--- src/hdl/pipe_pkg.sv ---
`default_nettype none

package pipe_pkg;

    // register index, shared by integer and fpu register files
    typedef logic [4:0] reg_idx_t;

    // where an instruction's result comes from
    typedef logic [2:0] result_src_t;

    // exec operand select, integer side
    typedef logic [2:0] fwd_int_t;

    // exec operand select, fpu side
    typedef logic [1:0] fwd_fpu_t;

    // one data word
    typedef logic [31:0] word_t;

    // result source codes
    localparam result_src_t res_alu     = 3'd0;  // alu result
    localparam result_src_t res_load    = 3'd1;  // data memory / input port
    localparam result_src_t res_pc4     = 3'd2;  // jal, jalr link
    localparam result_src_t res_rd1     = 3'd3;  // integer rd1 moved into fpu file
    localparam result_src_t res_imm     = 3'd4;  // lui
    localparam result_src_t res_fpu_rd1 = 3'd5;  // fpu rd1 moved into integer file
    localparam result_src_t res_fpu     = 3'd6;  // fpu arithmetic result

    // integer forward codes
    // m-stage codes mirror the result source of the producer
    localparam fwd_int_t fwd_int_m_alu     = 3'd0;
    localparam fwd_int_t fwd_int_w         = 3'd1;  // write back value
    localparam fwd_int_t fwd_int_m_pc4     = 3'd2;
    localparam fwd_int_t fwd_int_m_imm     = 3'd4;
    localparam fwd_int_t fwd_int_m_fpu_rd1 = 3'd5;
    localparam fwd_int_t fwd_int_m_fpu     = 3'd6;
    localparam fwd_int_t fwd_int_none      = 3'd7;  // register file value

    // fpu forward codes
    localparam fwd_fpu_t fwd_fpu_none  = 2'd0;  // fpu register file value
    localparam fwd_fpu_t fwd_fpu_w     = 2'd1;  // write back value
    localparam fwd_fpu_t fwd_fpu_m_res = 2'd2;  // fpu result in mem stage
    localparam fwd_fpu_t fwd_fpu_m_rd1 = 2'd3;  // integer rd1 in mem stage

endpackage

`default_nettype wire

--- src/hdl/hazard_unit.sv ---
`default_nettype none

module hazard_unit (
    // fetch
    output logic stall_f,

    // decode
    output logic stall_d,
    output logic flush_d,
    input  wire pipe_pkg::reg_idx_t rs1_d,
    input  wire pipe_pkg::reg_idx_t rs2_d,
    input  wire logic s_fpu_d,

    // exec
    output logic stall_e,
    output logic flush_e,
    input  wire pipe_pkg::reg_idx_t rs1_e,
    input  wire pipe_pkg::reg_idx_t rs2_e,
    input  wire pipe_pkg::reg_idx_t rd_e,
    input  wire logic pc_src_e,            // branch taken
    input  wire pipe_pkg::result_src_t result_src_e,
    input  wire logic s_fpu_e,             // exec sources read the fpu file
    input  wire logic reg_write_e,
    input  wire logic fpu_reg_write_e,
    input  wire logic fpu_dispatch_e,      // fpu op issued from exec
    output pipe_pkg::fwd_int_t forward_rd1_e,
    output pipe_pkg::fwd_int_t forward_rd2_e,
    output pipe_pkg::fwd_fpu_t forward_fpu_rd1_e,
    output pipe_pkg::fwd_fpu_t forward_fpu_rd2_e,
    output logic cache_stall,

    // memory access
    output logic stall_m,
    input  wire pipe_pkg::reg_idx_t rd_m,
    input  wire logic reg_write_m,
    input  wire pipe_pkg::result_src_t result_src_m,
    input  wire logic mem_write_m,
    input  wire logic mem_read_m,
    input  wire logic fpu_reg_write_m,
    input  wire logic cache_data_valid,

    // write back
    output logic stall_w,
    input  wire pipe_pkg::reg_idx_t rd_w,
    input  wire logic reg_write_w,
    input  wire logic fpu_reg_write_w,

    // i/o module and fpu
    input  wire logic out_stall,
    input  wire logic in_stall,
    input  wire logic fpu_valid,

    output logic lw_stall
);

    logic fpu_wait;  // fpu op in exec, result not ready yet
    logic io_stall;

    // integer operand select, mem stage wins over write back
    function automatic pipe_pkg::fwd_int_t int_select(input pipe_pkg::reg_idx_t rs);
        pipe_pkg::fwd_int_t sel;
        sel = pipe_pkg::fwd_int_none;
        if ((rs == rd_m) && !s_fpu_e && reg_write_m && (rs != '0)) begin
            case (result_src_m)
                pipe_pkg::res_alu:     sel = pipe_pkg::fwd_int_m_alu;
                pipe_pkg::res_pc4:     sel = pipe_pkg::fwd_int_m_pc4;
                pipe_pkg::res_imm:     sel = pipe_pkg::fwd_int_m_imm;
                pipe_pkg::res_fpu_rd1: sel = pipe_pkg::fwd_int_m_fpu_rd1;
                pipe_pkg::res_fpu:     sel = pipe_pkg::fwd_int_m_fpu;
                default:               sel = pipe_pkg::fwd_int_m_alu;  // load/rd1 never a source
            endcase
        end else if ((rs == rd_w) && !s_fpu_e && reg_write_w && (rs != '0)) begin
            sel = pipe_pkg::fwd_int_w;
        end
        return sel;
    endfunction

    // fpu operand select, f0 is a real register so no zero check
    function automatic pipe_pkg::fwd_fpu_t fpu_select(input pipe_pkg::reg_idx_t rs);
        pipe_pkg::fwd_fpu_t sel;
        sel = pipe_pkg::fwd_fpu_none;
        if ((rs == rd_m) && s_fpu_e && fpu_reg_write_m) begin
            case (result_src_m)
                pipe_pkg::res_rd1: sel = pipe_pkg::fwd_fpu_m_rd1;  // fmv.w.x style move
                pipe_pkg::res_fpu: sel = pipe_pkg::fwd_fpu_m_res;
                default:           sel = pipe_pkg::fwd_fpu_none;   // flw etc, not forwardable
            endcase
        end else if ((rs == rd_w) && s_fpu_e && fpu_reg_write_w) begin
            sel = pipe_pkg::fwd_fpu_w;
        end
        return sel;
    endfunction

    always_comb begin
        forward_rd1_e     = int_select(rs1_e);
        forward_rd2_e     = int_select(rs2_e);
        forward_fpu_rd1_e = fpu_select(rs1_e);
        forward_fpu_rd2_e = fpu_select(rs2_e);
    end

    // load in exec feeding the decode instruction, file chosen by s_fpu_d
    assign lw_stall = (result_src_e == pipe_pkg::res_load)
                    && ((rs1_d == rd_e) || (rs2_d == rd_e))
                    && ((!s_fpu_d && reg_write_e) || (s_fpu_d && fpu_reg_write_e));

    assign cache_stall = (mem_read_m || mem_write_m) && !cache_data_valid;
    assign fpu_wait    = fpu_dispatch_e && !fpu_valid;
    assign io_stall    = in_stall || out_stall;

    // front end freezes on anything
    assign stall_f = lw_stall || cache_stall || io_stall || fpu_wait;
    assign stall_d = lw_stall || cache_stall || io_stall || fpu_wait;

    // exec freezes on all but load-use, which bubbles it instead
    assign stall_e = cache_stall || io_stall || fpu_wait;

    // back end only waits on the cache
    assign stall_m = cache_stall;
    assign stall_w = cache_stall;

    assign flush_d = pc_src_e;

    // exec must survive a cache stall so lw_stall stays up until memory is back;
    // an in op or a waiting fpu op has to stay in exec as well
    assign flush_e = (lw_stall || pc_src_e) && !cache_stall && !in_stall && !fpu_wait;

endmodule

`default_nettype wire

--- src/hdl/tag_pipeline.sv ---
`default_nettype none

module tag_pipeline (
    input  wire logic clk,
    input  wire logic rst_n,

    // strobes from the hazard unit
    input  wire logic stall_e,
    input  wire logic flush_e,
    input  wire logic stall_m,
    input  wire logic stall_w,

    // decode tags
    input  wire pipe_pkg::reg_idx_t rs1_d,
    input  wire pipe_pkg::reg_idx_t rs2_d,
    input  wire pipe_pkg::reg_idx_t rd_d,
    input  wire logic s_fpu_d,
    input  wire logic reg_write_d,
    input  wire logic fpu_reg_write_d,
    input  wire pipe_pkg::result_src_t result_src_d,
    input  wire logic mem_read_d,
    input  wire logic mem_write_d,
    input  wire logic fpu_dispatch_d,

    // exec tags
    output pipe_pkg::reg_idx_t rs1_e,
    output pipe_pkg::reg_idx_t rs2_e,
    output pipe_pkg::reg_idx_t rd_e,
    output logic s_fpu_e,
    output logic reg_write_e,
    output logic fpu_reg_write_e,
    output pipe_pkg::result_src_t result_src_e,
    output logic mem_read_e,
    output logic mem_write_e,
    output logic fpu_dispatch_e,

    // memory access tags
    output pipe_pkg::reg_idx_t rd_m,
    output logic reg_write_m,
    output logic fpu_reg_write_m,
    output pipe_pkg::result_src_t result_src_m,
    output logic mem_read_m,
    output logic mem_write_m,

    // write back tags
    output pipe_pkg::reg_idx_t rd_w,
    output logic reg_write_w,
    output logic fpu_reg_write_w
);

    // exec bank, flush beats stall so a taken branch under out_stall still kills it
    always_ff @(posedge clk or negedge rst_n) begin
        if (!rst_n) begin
            rs1_e           <= '0;
            rs2_e           <= '0;
            rd_e            <= '0;
            s_fpu_e         <= 1'b0;
            reg_write_e     <= 1'b0;
            fpu_reg_write_e <= 1'b0;
            result_src_e    <= pipe_pkg::res_alu;
            mem_read_e      <= 1'b0;
            mem_write_e     <= 1'b0;
            fpu_dispatch_e  <= 1'b0;
        end else if (flush_e) begin      // bubble, indices cleared too
            rs1_e           <= '0;
            rs2_e           <= '0;
            rd_e            <= '0;
            s_fpu_e         <= 1'b0;
            reg_write_e     <= 1'b0;
            fpu_reg_write_e <= 1'b0;
            result_src_e    <= pipe_pkg::res_alu;
            mem_read_e      <= 1'b0;
            mem_write_e     <= 1'b0;
            fpu_dispatch_e  <= 1'b0;
        end else if (!stall_e) begin     // advance from decode
            rs1_e           <= rs1_d;
            rs2_e           <= rs2_d;
            rd_e            <= rd_d;
            s_fpu_e         <= s_fpu_d;
            reg_write_e     <= reg_write_d;
            fpu_reg_write_e <= fpu_reg_write_d;
            result_src_e    <= result_src_d;
            mem_read_e      <= mem_read_d;
            mem_write_e     <= mem_write_d;
            fpu_dispatch_e  <= fpu_dispatch_d;
        end
        // else hold, keeps a stalled load visible to lw_stall
    end

    // memory bank
    always_ff @(posedge clk or negedge rst_n) begin
        if (!rst_n) begin
            rd_m            <= '0;
            reg_write_m     <= 1'b0;
            fpu_reg_write_m <= 1'b0;
            result_src_m    <= pipe_pkg::res_alu;
            mem_read_m      <= 1'b0;
            mem_write_m     <= 1'b0;
        end else if (stall_m) begin
            // cache busy, hold
        end else if (stall_e) begin      // exec frozen, feed a bubble
            rd_m            <= '0;
            reg_write_m     <= 1'b0;
            fpu_reg_write_m <= 1'b0;
            result_src_m    <= pipe_pkg::res_alu;
            mem_read_m      <= 1'b0;
            mem_write_m     <= 1'b0;
        end else begin
            rd_m            <= rd_e;
            reg_write_m     <= reg_write_e;
            fpu_reg_write_m <= fpu_reg_write_e;
            result_src_m    <= result_src_e;
            mem_read_m      <= mem_read_e;
            mem_write_m     <= mem_write_e;
        end
    end

    // write back bank, only what the forward compare needs
    always_ff @(posedge clk or negedge rst_n) begin
        if (!rst_n) begin
            rd_w            <= '0;
            reg_write_w     <= 1'b0;
            fpu_reg_write_w <= 1'b0;
        end else if (!stall_w) begin
            rd_w            <= rd_m;
            reg_write_w     <= reg_write_m;
            fpu_reg_write_w <= fpu_reg_write_m;
        end
    end

endmodule

`default_nettype wire

--- src/hdl/operand_forward.sv ---
`default_nettype none

module operand_forward (
    // selects from the hazard unit
    input  wire pipe_pkg::fwd_int_t forward_rd1_e,
    input  wire pipe_pkg::fwd_int_t forward_rd2_e,
    input  wire pipe_pkg::fwd_fpu_t forward_fpu_rd1_e,
    input  wire pipe_pkg::fwd_fpu_t forward_fpu_rd2_e,

    // register file reads, exec stage
    input  wire pipe_pkg::word_t rf_rd1_e,
    input  wire pipe_pkg::word_t rf_rd2_e,
    input  wire pipe_pkg::word_t frf_rd1_e,
    input  wire pipe_pkg::word_t frf_rd2_e,

    // later-stage values
    input  wire pipe_pkg::word_t alu_result_m,
    input  wire pipe_pkg::word_t pc_plus4_m,
    input  wire pipe_pkg::word_t imm_ext_m,
    input  wire pipe_pkg::word_t fpu_rd1_m,
    input  wire pipe_pkg::word_t fpu_result_m,
    input  wire pipe_pkg::word_t rd1_m,
    input  wire pipe_pkg::word_t result_w,

    // exec operands
    output pipe_pkg::word_t src_a_e,
    output pipe_pkg::word_t src_b_e,
    output pipe_pkg::word_t fsrc_a_e,
    output pipe_pkg::word_t fsrc_b_e
);

    // integer mux, m-stage codes follow the producer's result source
    function automatic pipe_pkg::word_t int_mux(input pipe_pkg::fwd_int_t sel,
                                                 input pipe_pkg::word_t rf);
        pipe_pkg::word_t val;
        case (sel)
            pipe_pkg::fwd_int_m_alu:     val = alu_result_m;
            pipe_pkg::fwd_int_m_pc4:     val = pc_plus4_m;
            pipe_pkg::fwd_int_m_imm:     val = imm_ext_m;
            pipe_pkg::fwd_int_m_fpu_rd1: val = fpu_rd1_m;  // fmv.x.w in mem
            pipe_pkg::fwd_int_m_fpu:     val = fpu_result_m;
            pipe_pkg::fwd_int_w:         val = result_w;
            default:                     val = rf;         // none, code 3 unused
        endcase
        return val;
    endfunction

    // fpu mux, four codes, all decoded
    function automatic pipe_pkg::word_t fpu_mux(input pipe_pkg::fwd_fpu_t sel,
                                                input pipe_pkg::word_t frf);
        pipe_pkg::word_t val;
        case (sel)
            pipe_pkg::fwd_fpu_m_rd1: val = rd1_m;         // integer value headed for fpu file
            pipe_pkg::fwd_fpu_m_res: val = fpu_result_m;
            pipe_pkg::fwd_fpu_w:     val = result_w;
            default:                 val = frf;
        endcase
        return val;
    endfunction

    always_comb begin
        src_a_e  = int_mux(forward_rd1_e, rf_rd1_e);
        src_b_e  = int_mux(forward_rd2_e, rf_rd2_e);
        fsrc_a_e = fpu_mux(forward_fpu_rd1_e, frf_rd1_e);
        fsrc_b_e = fpu_mux(forward_fpu_rd2_e, frf_rd2_e);
    end

endmodule

`default_nettype wire

--- src/hdl/pipe_ctrl_top.sv ---
`default_nettype none

module pipe_ctrl_top (
    input  wire logic clk,
    input  wire logic rst_n,

    // decode tags
    input  wire pipe_pkg::reg_idx_t rs1_d,
    input  wire pipe_pkg::reg_idx_t rs2_d,
    input  wire pipe_pkg::reg_idx_t rd_d,
    input  wire logic s_fpu_d,
    input  wire logic reg_write_d,
    input  wire logic fpu_reg_write_d,
    input  wire pipe_pkg::result_src_t result_src_d,
    input  wire logic mem_read_d,
    input  wire logic mem_write_d,
    input  wire logic fpu_dispatch_d,

    // status from outside the slice
    input  wire logic pc_src_e,
    input  wire logic cache_data_valid,
    input  wire logic in_stall,
    input  wire logic out_stall,
    input  wire logic fpu_valid,

    // operand sources
    input  wire pipe_pkg::word_t rf_rd1_e,
    input  wire pipe_pkg::word_t rf_rd2_e,
    input  wire pipe_pkg::word_t frf_rd1_e,
    input  wire pipe_pkg::word_t frf_rd2_e,
    input  wire pipe_pkg::word_t alu_result_m,
    input  wire pipe_pkg::word_t pc_plus4_m,
    input  wire pipe_pkg::word_t imm_ext_m,
    input  wire pipe_pkg::word_t fpu_rd1_m,
    input  wire pipe_pkg::word_t fpu_result_m,
    input  wire pipe_pkg::word_t rd1_m,
    input  wire pipe_pkg::word_t result_w,

    // hazard strobes
    output logic stall_f,
    output logic stall_d,
    output logic flush_d,
    output logic stall_e,
    output logic flush_e,
    output logic stall_m,
    output logic stall_w,
    output logic cache_stall,
    output logic lw_stall,
    output pipe_pkg::fwd_int_t forward_rd1_e,
    output pipe_pkg::fwd_int_t forward_rd2_e,
    output pipe_pkg::fwd_fpu_t forward_fpu_rd1_e,
    output pipe_pkg::fwd_fpu_t forward_fpu_rd2_e,

    // forwarded exec operands
    output pipe_pkg::word_t src_a_e,
    output pipe_pkg::word_t src_b_e,
    output pipe_pkg::word_t fsrc_a_e,
    output pipe_pkg::word_t fsrc_b_e
);

    pipe_pkg::reg_idx_t    rs1_e, rs2_e, rd_e, rd_m, rd_w;
    pipe_pkg::result_src_t result_src_e, result_src_m;
    logic s_fpu_e, reg_write_e, fpu_reg_write_e, fpu_dispatch_e;
    logic reg_write_m, fpu_reg_write_m, mem_read_m, mem_write_m;
    logic reg_write_w, fpu_reg_write_w;

    tag_pipeline tag_pipeline_inst (
        .clk, .rst_n,
        .stall_e, .flush_e, .stall_m, .stall_w,
        .rs1_d, .rs2_d, .rd_d, .s_fpu_d, .reg_write_d, .fpu_reg_write_d,
        .result_src_d, .mem_read_d, .mem_write_d, .fpu_dispatch_d,
        .rs1_e, .rs2_e, .rd_e, .s_fpu_e, .reg_write_e, .fpu_reg_write_e,
        .result_src_e,
        .mem_read_e  (),  // only feeds the m bank
        .mem_write_e (),
        .fpu_dispatch_e,
        .rd_m, .reg_write_m, .fpu_reg_write_m, .result_src_m, .mem_read_m, .mem_write_m,
        .rd_w, .reg_write_w, .fpu_reg_write_w
    );

    hazard_unit hazard_unit_inst (
        .stall_f, .stall_d, .flush_d,
        .rs1_d, .rs2_d, .s_fpu_d,
        .stall_e, .flush_e,
        .rs1_e, .rs2_e, .rd_e, .pc_src_e, .result_src_e, .s_fpu_e,
        .reg_write_e, .fpu_reg_write_e, .fpu_dispatch_e,
        .forward_rd1_e, .forward_rd2_e, .forward_fpu_rd1_e, .forward_fpu_rd2_e,
        .cache_stall,
        .stall_m, .rd_m, .reg_write_m, .result_src_m, .mem_write_m, .mem_read_m,
        .fpu_reg_write_m, .cache_data_valid,
        .stall_w, .rd_w, .reg_write_w, .fpu_reg_write_w,
        .out_stall, .in_stall, .fpu_valid,
        .lw_stall
    );

    operand_forward operand_forward_inst (
        .forward_rd1_e, .forward_rd2_e, .forward_fpu_rd1_e, .forward_fpu_rd2_e,
        .rf_rd1_e, .rf_rd2_e, .frf_rd1_e, .frf_rd2_e,
        .alu_result_m, .pc_plus4_m, .imm_ext_m, .fpu_rd1_m, .fpu_result_m, .rd1_m,
        .result_w,
        .src_a_e, .src_b_e, .fsrc_a_e, .fsrc_b_e
    );

endmodule

`default_nettype wire

--- config.mk ---
export PLATFORM = sky130hd
export DESIGN_NAME = pipe_ctrl_top
export DESIGN_NICKNAME = d
export VERILOG_FILES = /design/src/hdl/pipe_pkg.sv /design/src/hdl/hazard_unit.sv /design/src/hdl/tag_pipeline.sv /design/src/hdl/operand_forward.sv /design/src/hdl/pipe_ctrl_top.sv
export SDC_FILE = /design/constraint.sdc
export NUM_CORES = 1
export LEC_CHECK = 0
export ABC_AREA = 1
export BUFFER_PORTS_ARGS = -buffer_cell sky130_fd_sc_hd__buf_2
export CORE_AREA = 2 2 208 210
export CTS_CLUSTER_SIZE = 24
export DETAILED_ROUTE_END_ITERATION = 8
export DIE_AREA = 0 0 210 212
export HOLD_SLACK_MARGIN = 0.15
export SYNTH_ARGS = -nofsm -noshare
export SYNTH_HDL_FRONTEND = slang
export SYNTH_SLANG_ARGS = --single-unit
--- constraint.sdc ---
create_clock -name clk -period 2 [get_ports clk]
set_input_delay 0.4 -clock clk [delete_from_list [all_inputs] [get_ports clk]]
set_output_delay 0.4 -clock clk [all_outputs]
set_load 0.02 [all_outputs]
# --- After elaboration in Yosys (flattened, before gate mapping) ---
# Index checks and enable logic that the tools add are counted.
totals:
  reg_bits: 43
  output_inout_bits: 147
  word_cells: 138
op_classes:
  eq_ne: 29
  mux: 40
  reduce_logical: 50
ops:
  columns: ["operator", "count"]
  rows:
  - ["$pmux 32 s6", 2]
  - ["$pmux 32 s3", 2]
  - ["$mux 5", 7]
  - ["$eq 5x5->1", 6]
  - ["$logic_and 1x1->1", 29]
  - ["$eq 3x3->1 const B", 9]
  - ["$mux 3", 7]
  - ["$mux 1", 18]
  - ["$eq 3x2->1 const B", 4]
  - ["$pmux 3 s4", 1]
  - ["$logic_or 1x1->1", 10]
  - ["$reduce_bool 5->1", 2]
  - ["$eq 3x1->1 const B", 3]
  - ["$eq 2x2->1 const B", 4]
  - ["$logic_not 1->1", 7]
  - ["$logic_not 3->1", 2]
  - ["$eq 2x1->1 const B", 2]
  - ["$mux 2", 2]
  - ["$pmux 2 s2", 1]
  - ["$ne 2x2->1 const B", 1]

# --- Depth between registers and ports, before layout ---
logic_depth:
  word_depth: 9
  depth_mapped: 16
  ltp_nobuf: 14

# --- Cells and area by module ---
# A second synthesis with hierarchy kept.
hier_totals:
  cells_unflattened: 1663
  area_unflattened_um2: 8887.3
by_module_without_submodules:
  columns: ["mod", "instances", "cells_per_inst", "area_per_inst_um2"]
  rows:
  - ["operand_forward", 1, 1304, 6287.3]
  - ["tag_pipeline", 1, 185, 1774.2]
  - ["hazard_unit", 1, 174, 825.8]

# --- Least setup slack after synthesis ---
# Ideal clock, no wire load.
synth_path:
  path_kind: "input-to-output"
  from: "in cache_data_valid"
  to: "out stall_f"
  arrival_ps: 1908
  path_slack_ps: -308
  path_stages: 9
  path_buffers: 2
  cell_sequence: "inv_1 nand2_1 nand2_1 a211oi_1 inv_1 nor2_1 clkbuf_1 nand2_1 buf_4"
synth_via:
  elab_chain_cells: 5
synth_rtl:
  columns: ["element", "line_no", "text"]
  rows:
  - ["start, declared", "pipe_ctrl_top.sv:21", "input wire logic cache_data_valid,"]
  - ["$logic_not 1->1", "hazard_unit.sv:106", "assign cache_stall = (mem_read_m || mem_write_m) && !cache_data_valid;"]
  - ["$logic_and 1x1->1", "hazard_unit.sv:106", null]
  - ["$logic_or 1x1->1 (3 in a row)", null, null]
  - ["end, declared", "pipe_ctrl_top.sv:40", "output logic stall_f,"]
# No other way between the ends.

# --- Worst setup path in the final report ---
layout_path:
  from: "reg tag_pipeline_inst.rs2_e[1]"
  to: "out fsrc_b_e[27]"
layout_via:
  elab_chain_cells: 7
  word_cells_on_any_way: 12
  classes_between: "5 x eq/ne; 3 x mux; 4 x reduce/logical"
layout_rtl:
  columns: ["element", "line_no", "text"]
  rows:
  - ["start, declared", "tag_pipeline.sv:27", "output pipe_pkg::reg_idx_t rs2_e,"]
  - ["start signal, assigned", "tag_pipeline.sv:77", "rs2_e <= rs2_d;"]
  - ["$eq 5x5->1", "hazard_unit.sv:88", "end else if ((rs == rd_w) && s_fpu_e && fpu_reg_write_w) begin"]
  - ["$logic_and 1x1->1 (2 in a row)", "hazard_unit.sv:88", null]
  - ["$mux 1", "hazard_unit.sv:88", null]
  - ["$mux 2 (*)", "hazard_unit.sv:82", "if ((rs == rd_m) && s_fpu_e && fpu_reg_write_m) begin"]
  - ["$eq 2x1->1 / $eq 2x2->1 (equally long branches)", "operand_forward.sv:52", "case (sel)"]
  - ["$pmux 32 s3 (*)", "operand_forward.sv:52", null]
  - ["end, declared", "pipe_ctrl_top.sv:58", "output pipe_pkg::word_t fsrc_b_e"]
# Every way passes the cells marked *; elsewhere a longest branch is shown, timed or not.

==> results.md <==
- Post-layout min period: 2880 ps
- Max Freq: 347 MHz
- First-pass GRT wire length: 88,400 µm
- Vias per Instance: 4.89
- Largest net degree at the start of global routing: 33
- Final Power: 5.17 mW
- Crit path kind: register to primary output
- Synth area leader: nand2_1
- Critical path arrival: 2480 ps
- Main combinational cell family by area after synthesis: simple AND/OR/NAND/NOR gates
- Initial DRC count: 1,073
- Die footprint: 44,500 µm²
- CP max FO: 13
- Mux share of post-synthesis cell area: 0%
- Placement Setup Slack: -739 ps
- Finish-stage setup viols: 141
- CTS root buffer: clkbuf_16
- Drt pass-1 iters: 5
- Met2 Use GR: 48.9%
- Number of global-route vias before repair: 13,900
- Most common cell after layout, fill and taps aside: buf_2
- Post-synthesis cell type count: 37
- Layout cell share with drive strength beyond 1: 54.9%
- Gr busiest metal: met2
- CTS tree: done
- Number of routed nets with antenna violations: 0
- Post-synthesis compound-gate area fraction: 11.9%
- Number of synthesized flops with an enable pin: 0
- Gr ovfl total: 0
- NumNets Final: 2,742
- Syn avg cell area: 4.97 µm²
- HP Class: input pin to register
- Gr usage total: 27.1%
- # rows: 76
- Power per cell area: 290 nW/µm²
- Post-synth top area share: 20.7%
- Clock Skew: 7.16 ps
- Synth Area in XOR/XNOR: 1.59%
- Synthesized instance count: 1,657
- Status: complete, but fails checks
- Ys flop type: dfrtp_1
- Htree depth: 2
- Slew headroom: 66.5%
- Worst hold margin: 351 ps
- CP endpoint kind: primary output
- Synth async-reset ratio: 100%
- Net Count, Synth: 2,040
- Die W: 210 µm
- WL final: 65,700 µm
- FF+latch count, synth: 43
- Layout area overhead: 116%
- Slew @ Worst Pin: 502 ps
- GR met3 Demand/Resource: 4.92%
- Max-cap violations: 0
- CTS buffer count: 5
- Routed wire per std cell: 22.5 µm
- Post-layout util: 41.9%
- Final worst setup slack: -878 ps
- Setup TNS: -102,070 ps
- P_leak: 8.99 nW
- DR DRC count: 0
- # IOs: 530
- Number of cells on the worst reg-to-reg path: 10
- CTS clk-pin slew, worst paths: 70 ps
- RSZ-0062 raised after global routing: yes
- Antenna violations before repair: 30
- Synth Warn #: 0
- Top cells by area, synth: nand2_1 21%, nor2_1 19%, dfrtp_1 13%
- Max rail drop VDD: 0.496 mV
- Post-synthesis cell area: 8240 µm²
- Hold path depth: 3
- Final Hold Fails: 0
- Violated checks: setup timing
- GP Congestion: 0.990
- Via count: 14,300
- Dpl hpwl: 52,100 µm
- Worst Setup Start Kind: register
- Commonest cells after routing, fill and taps aside: 393 x buf_2, 310 x nand2_1, 266 x nor2_1, 202 x inv_1, 168 x buf_4
- Sink Count: 43
- Pins Over Slew Limit: 0
- Area of the core: 42,500 µm²
- Port Buf Inserts: 529
- Simple-gate portion of the synthesized area: 57.0%
- Seq/Total Area, Yosys: 13.1%
- Met1 usage: 30.1%
- Required @ worst endpoint: 1600 ps
- Max Root-Sink Buffers: 2
- Initial Utilization: 19.4%
- Synth Area in Adders: 0%
- Die Y-Extent: 212 µm
- Clk_lat worst skew: 290 ps
- Fin crit share: 144%
layer usage:
layer / share of wire, % / vias up
met5: 0.26 / -
met2: 49 / 658
met3: 6.7 / 175
met1: 37 / 6792
li1: - / 6644
met4: 6.5 / 26
cells in the mapped netlist (all sizes together), types with 2 or more instances:
cell type	instances
o22ai	25
or2	4
o2111ai	18
o21ai	30
nor2	432
inv	235
o211ai	8
nand2	465
buf	57
dfrtp	43
xor2	8
xnor2	7
nor3	7
nand3	123
nand4	73
clkbuf	27
a21oi	89
clkinv	2
area by class of cell:
cell class	count	area [µm²]
Sequential cell	43	1080
Timing Repair Buffer	778	6330
Antenna cell	18	45.0
Tap cell	546	683
Fill cell	4441	24700
Clock buffer	5	125
Multi-Input combinational cell	1294	8510
Inverter	237	962
Clock inverter	3	43.8
where the power goes:
part           switching (mW)  internal, mW
logic                    1.82          1.34
registers               0.101         0.967
clock network           0.349         0.589
total                    2.27          2.89
through the flow:
| stage | std cells | area (µm²) |
|---|---|---|
| floorplan | 1657 | 9430 |
| CTS | 2877 | 16000 |
| finish | 2924 | 17800 |
| detailed placement | 2843 | 14000 |
| global route | 2916 | 17800 |
| global placement | 2843 | 14000 |
path summary, 6_finish.rpt:
| kind | startpoint | to | slack (ps) |
|---|---|---|---|
| hold reg to reg | tag_pipeline_inst.fpu_reg_write_w | tag_pipeline_inst.fpu_reg_write_w | 480 |
| setup reg to reg | tag_pipeline_inst.rd_e[0] | tag_pipeline_inst.s_fpu_e | 100 |
| hold / removal | mem_write_d | tag_pipeline_inst.mem_write_e | 350 |
| setup / recovery | tag_pipeline_inst.rs2_e[1] | fsrc_b_e[27] | -880 |
| min in group asynchronous | rst_n | tag_pipeline_inst.result_src_e[0] | 610 |
| max in group asynchronous | rst_n | tag_pipeline_inst.rs1_e[2] | 810 |
cells by family (layout without fill, tap and decap cells):
| group | count (synthesis) | in the layout |
|---|---|---|
| other | 0 | 18 |
| AND/OR/NAND/NOR | 1107 | 1108 |
| buffers and inverters | 321 | 1023 |
| AO/OA/AOI/OAI | 171 | 171 |
| XOR/XNOR | 15 | 15 |
| flip-flops | 43 | 43 |
flip-flops by register name (all words and copies together) (netlist names), 3 cells and up:
signal                          cells
tag_pipeline_inst.rd_w              5
tag_pipeline_inst.result_src_m      3
tag_pipeline_inst.result_src_e      3
tag_pipeline_inst.rs2_e             5
tag_pipeline_inst.rd_e              5
tag_pipeline_inst.rd_m              5
tag_pipeline_inst.rs1_e             5
worst max-delay path, cell delays in order (launching register included):
cell and delay, ps:
dfrtp_1 410, inv_2 60, nand2_1 50, nand2_1 60, nor2_2 160, nand3_2 140, buf_6 150, nor2_4 140
buf_4 140, buf_6 80, nand2_2 60, buf_12 160, o22ai_2 150, a21oi_1 60, buf_4 150, nand2_4 60
buf_6 110
repair_timing:
action	4_1_cts	5_1_grt
buffers inserted	17	32
endpoints found under the hold margin	19	0
hold buffers	1	0
gates resized for setup	389	410
gates cloned	12	9
endpoints found under the setup margin	143	167
pin swaps	41	100
No activity file was read; power rests on OpenSTA's default activity.
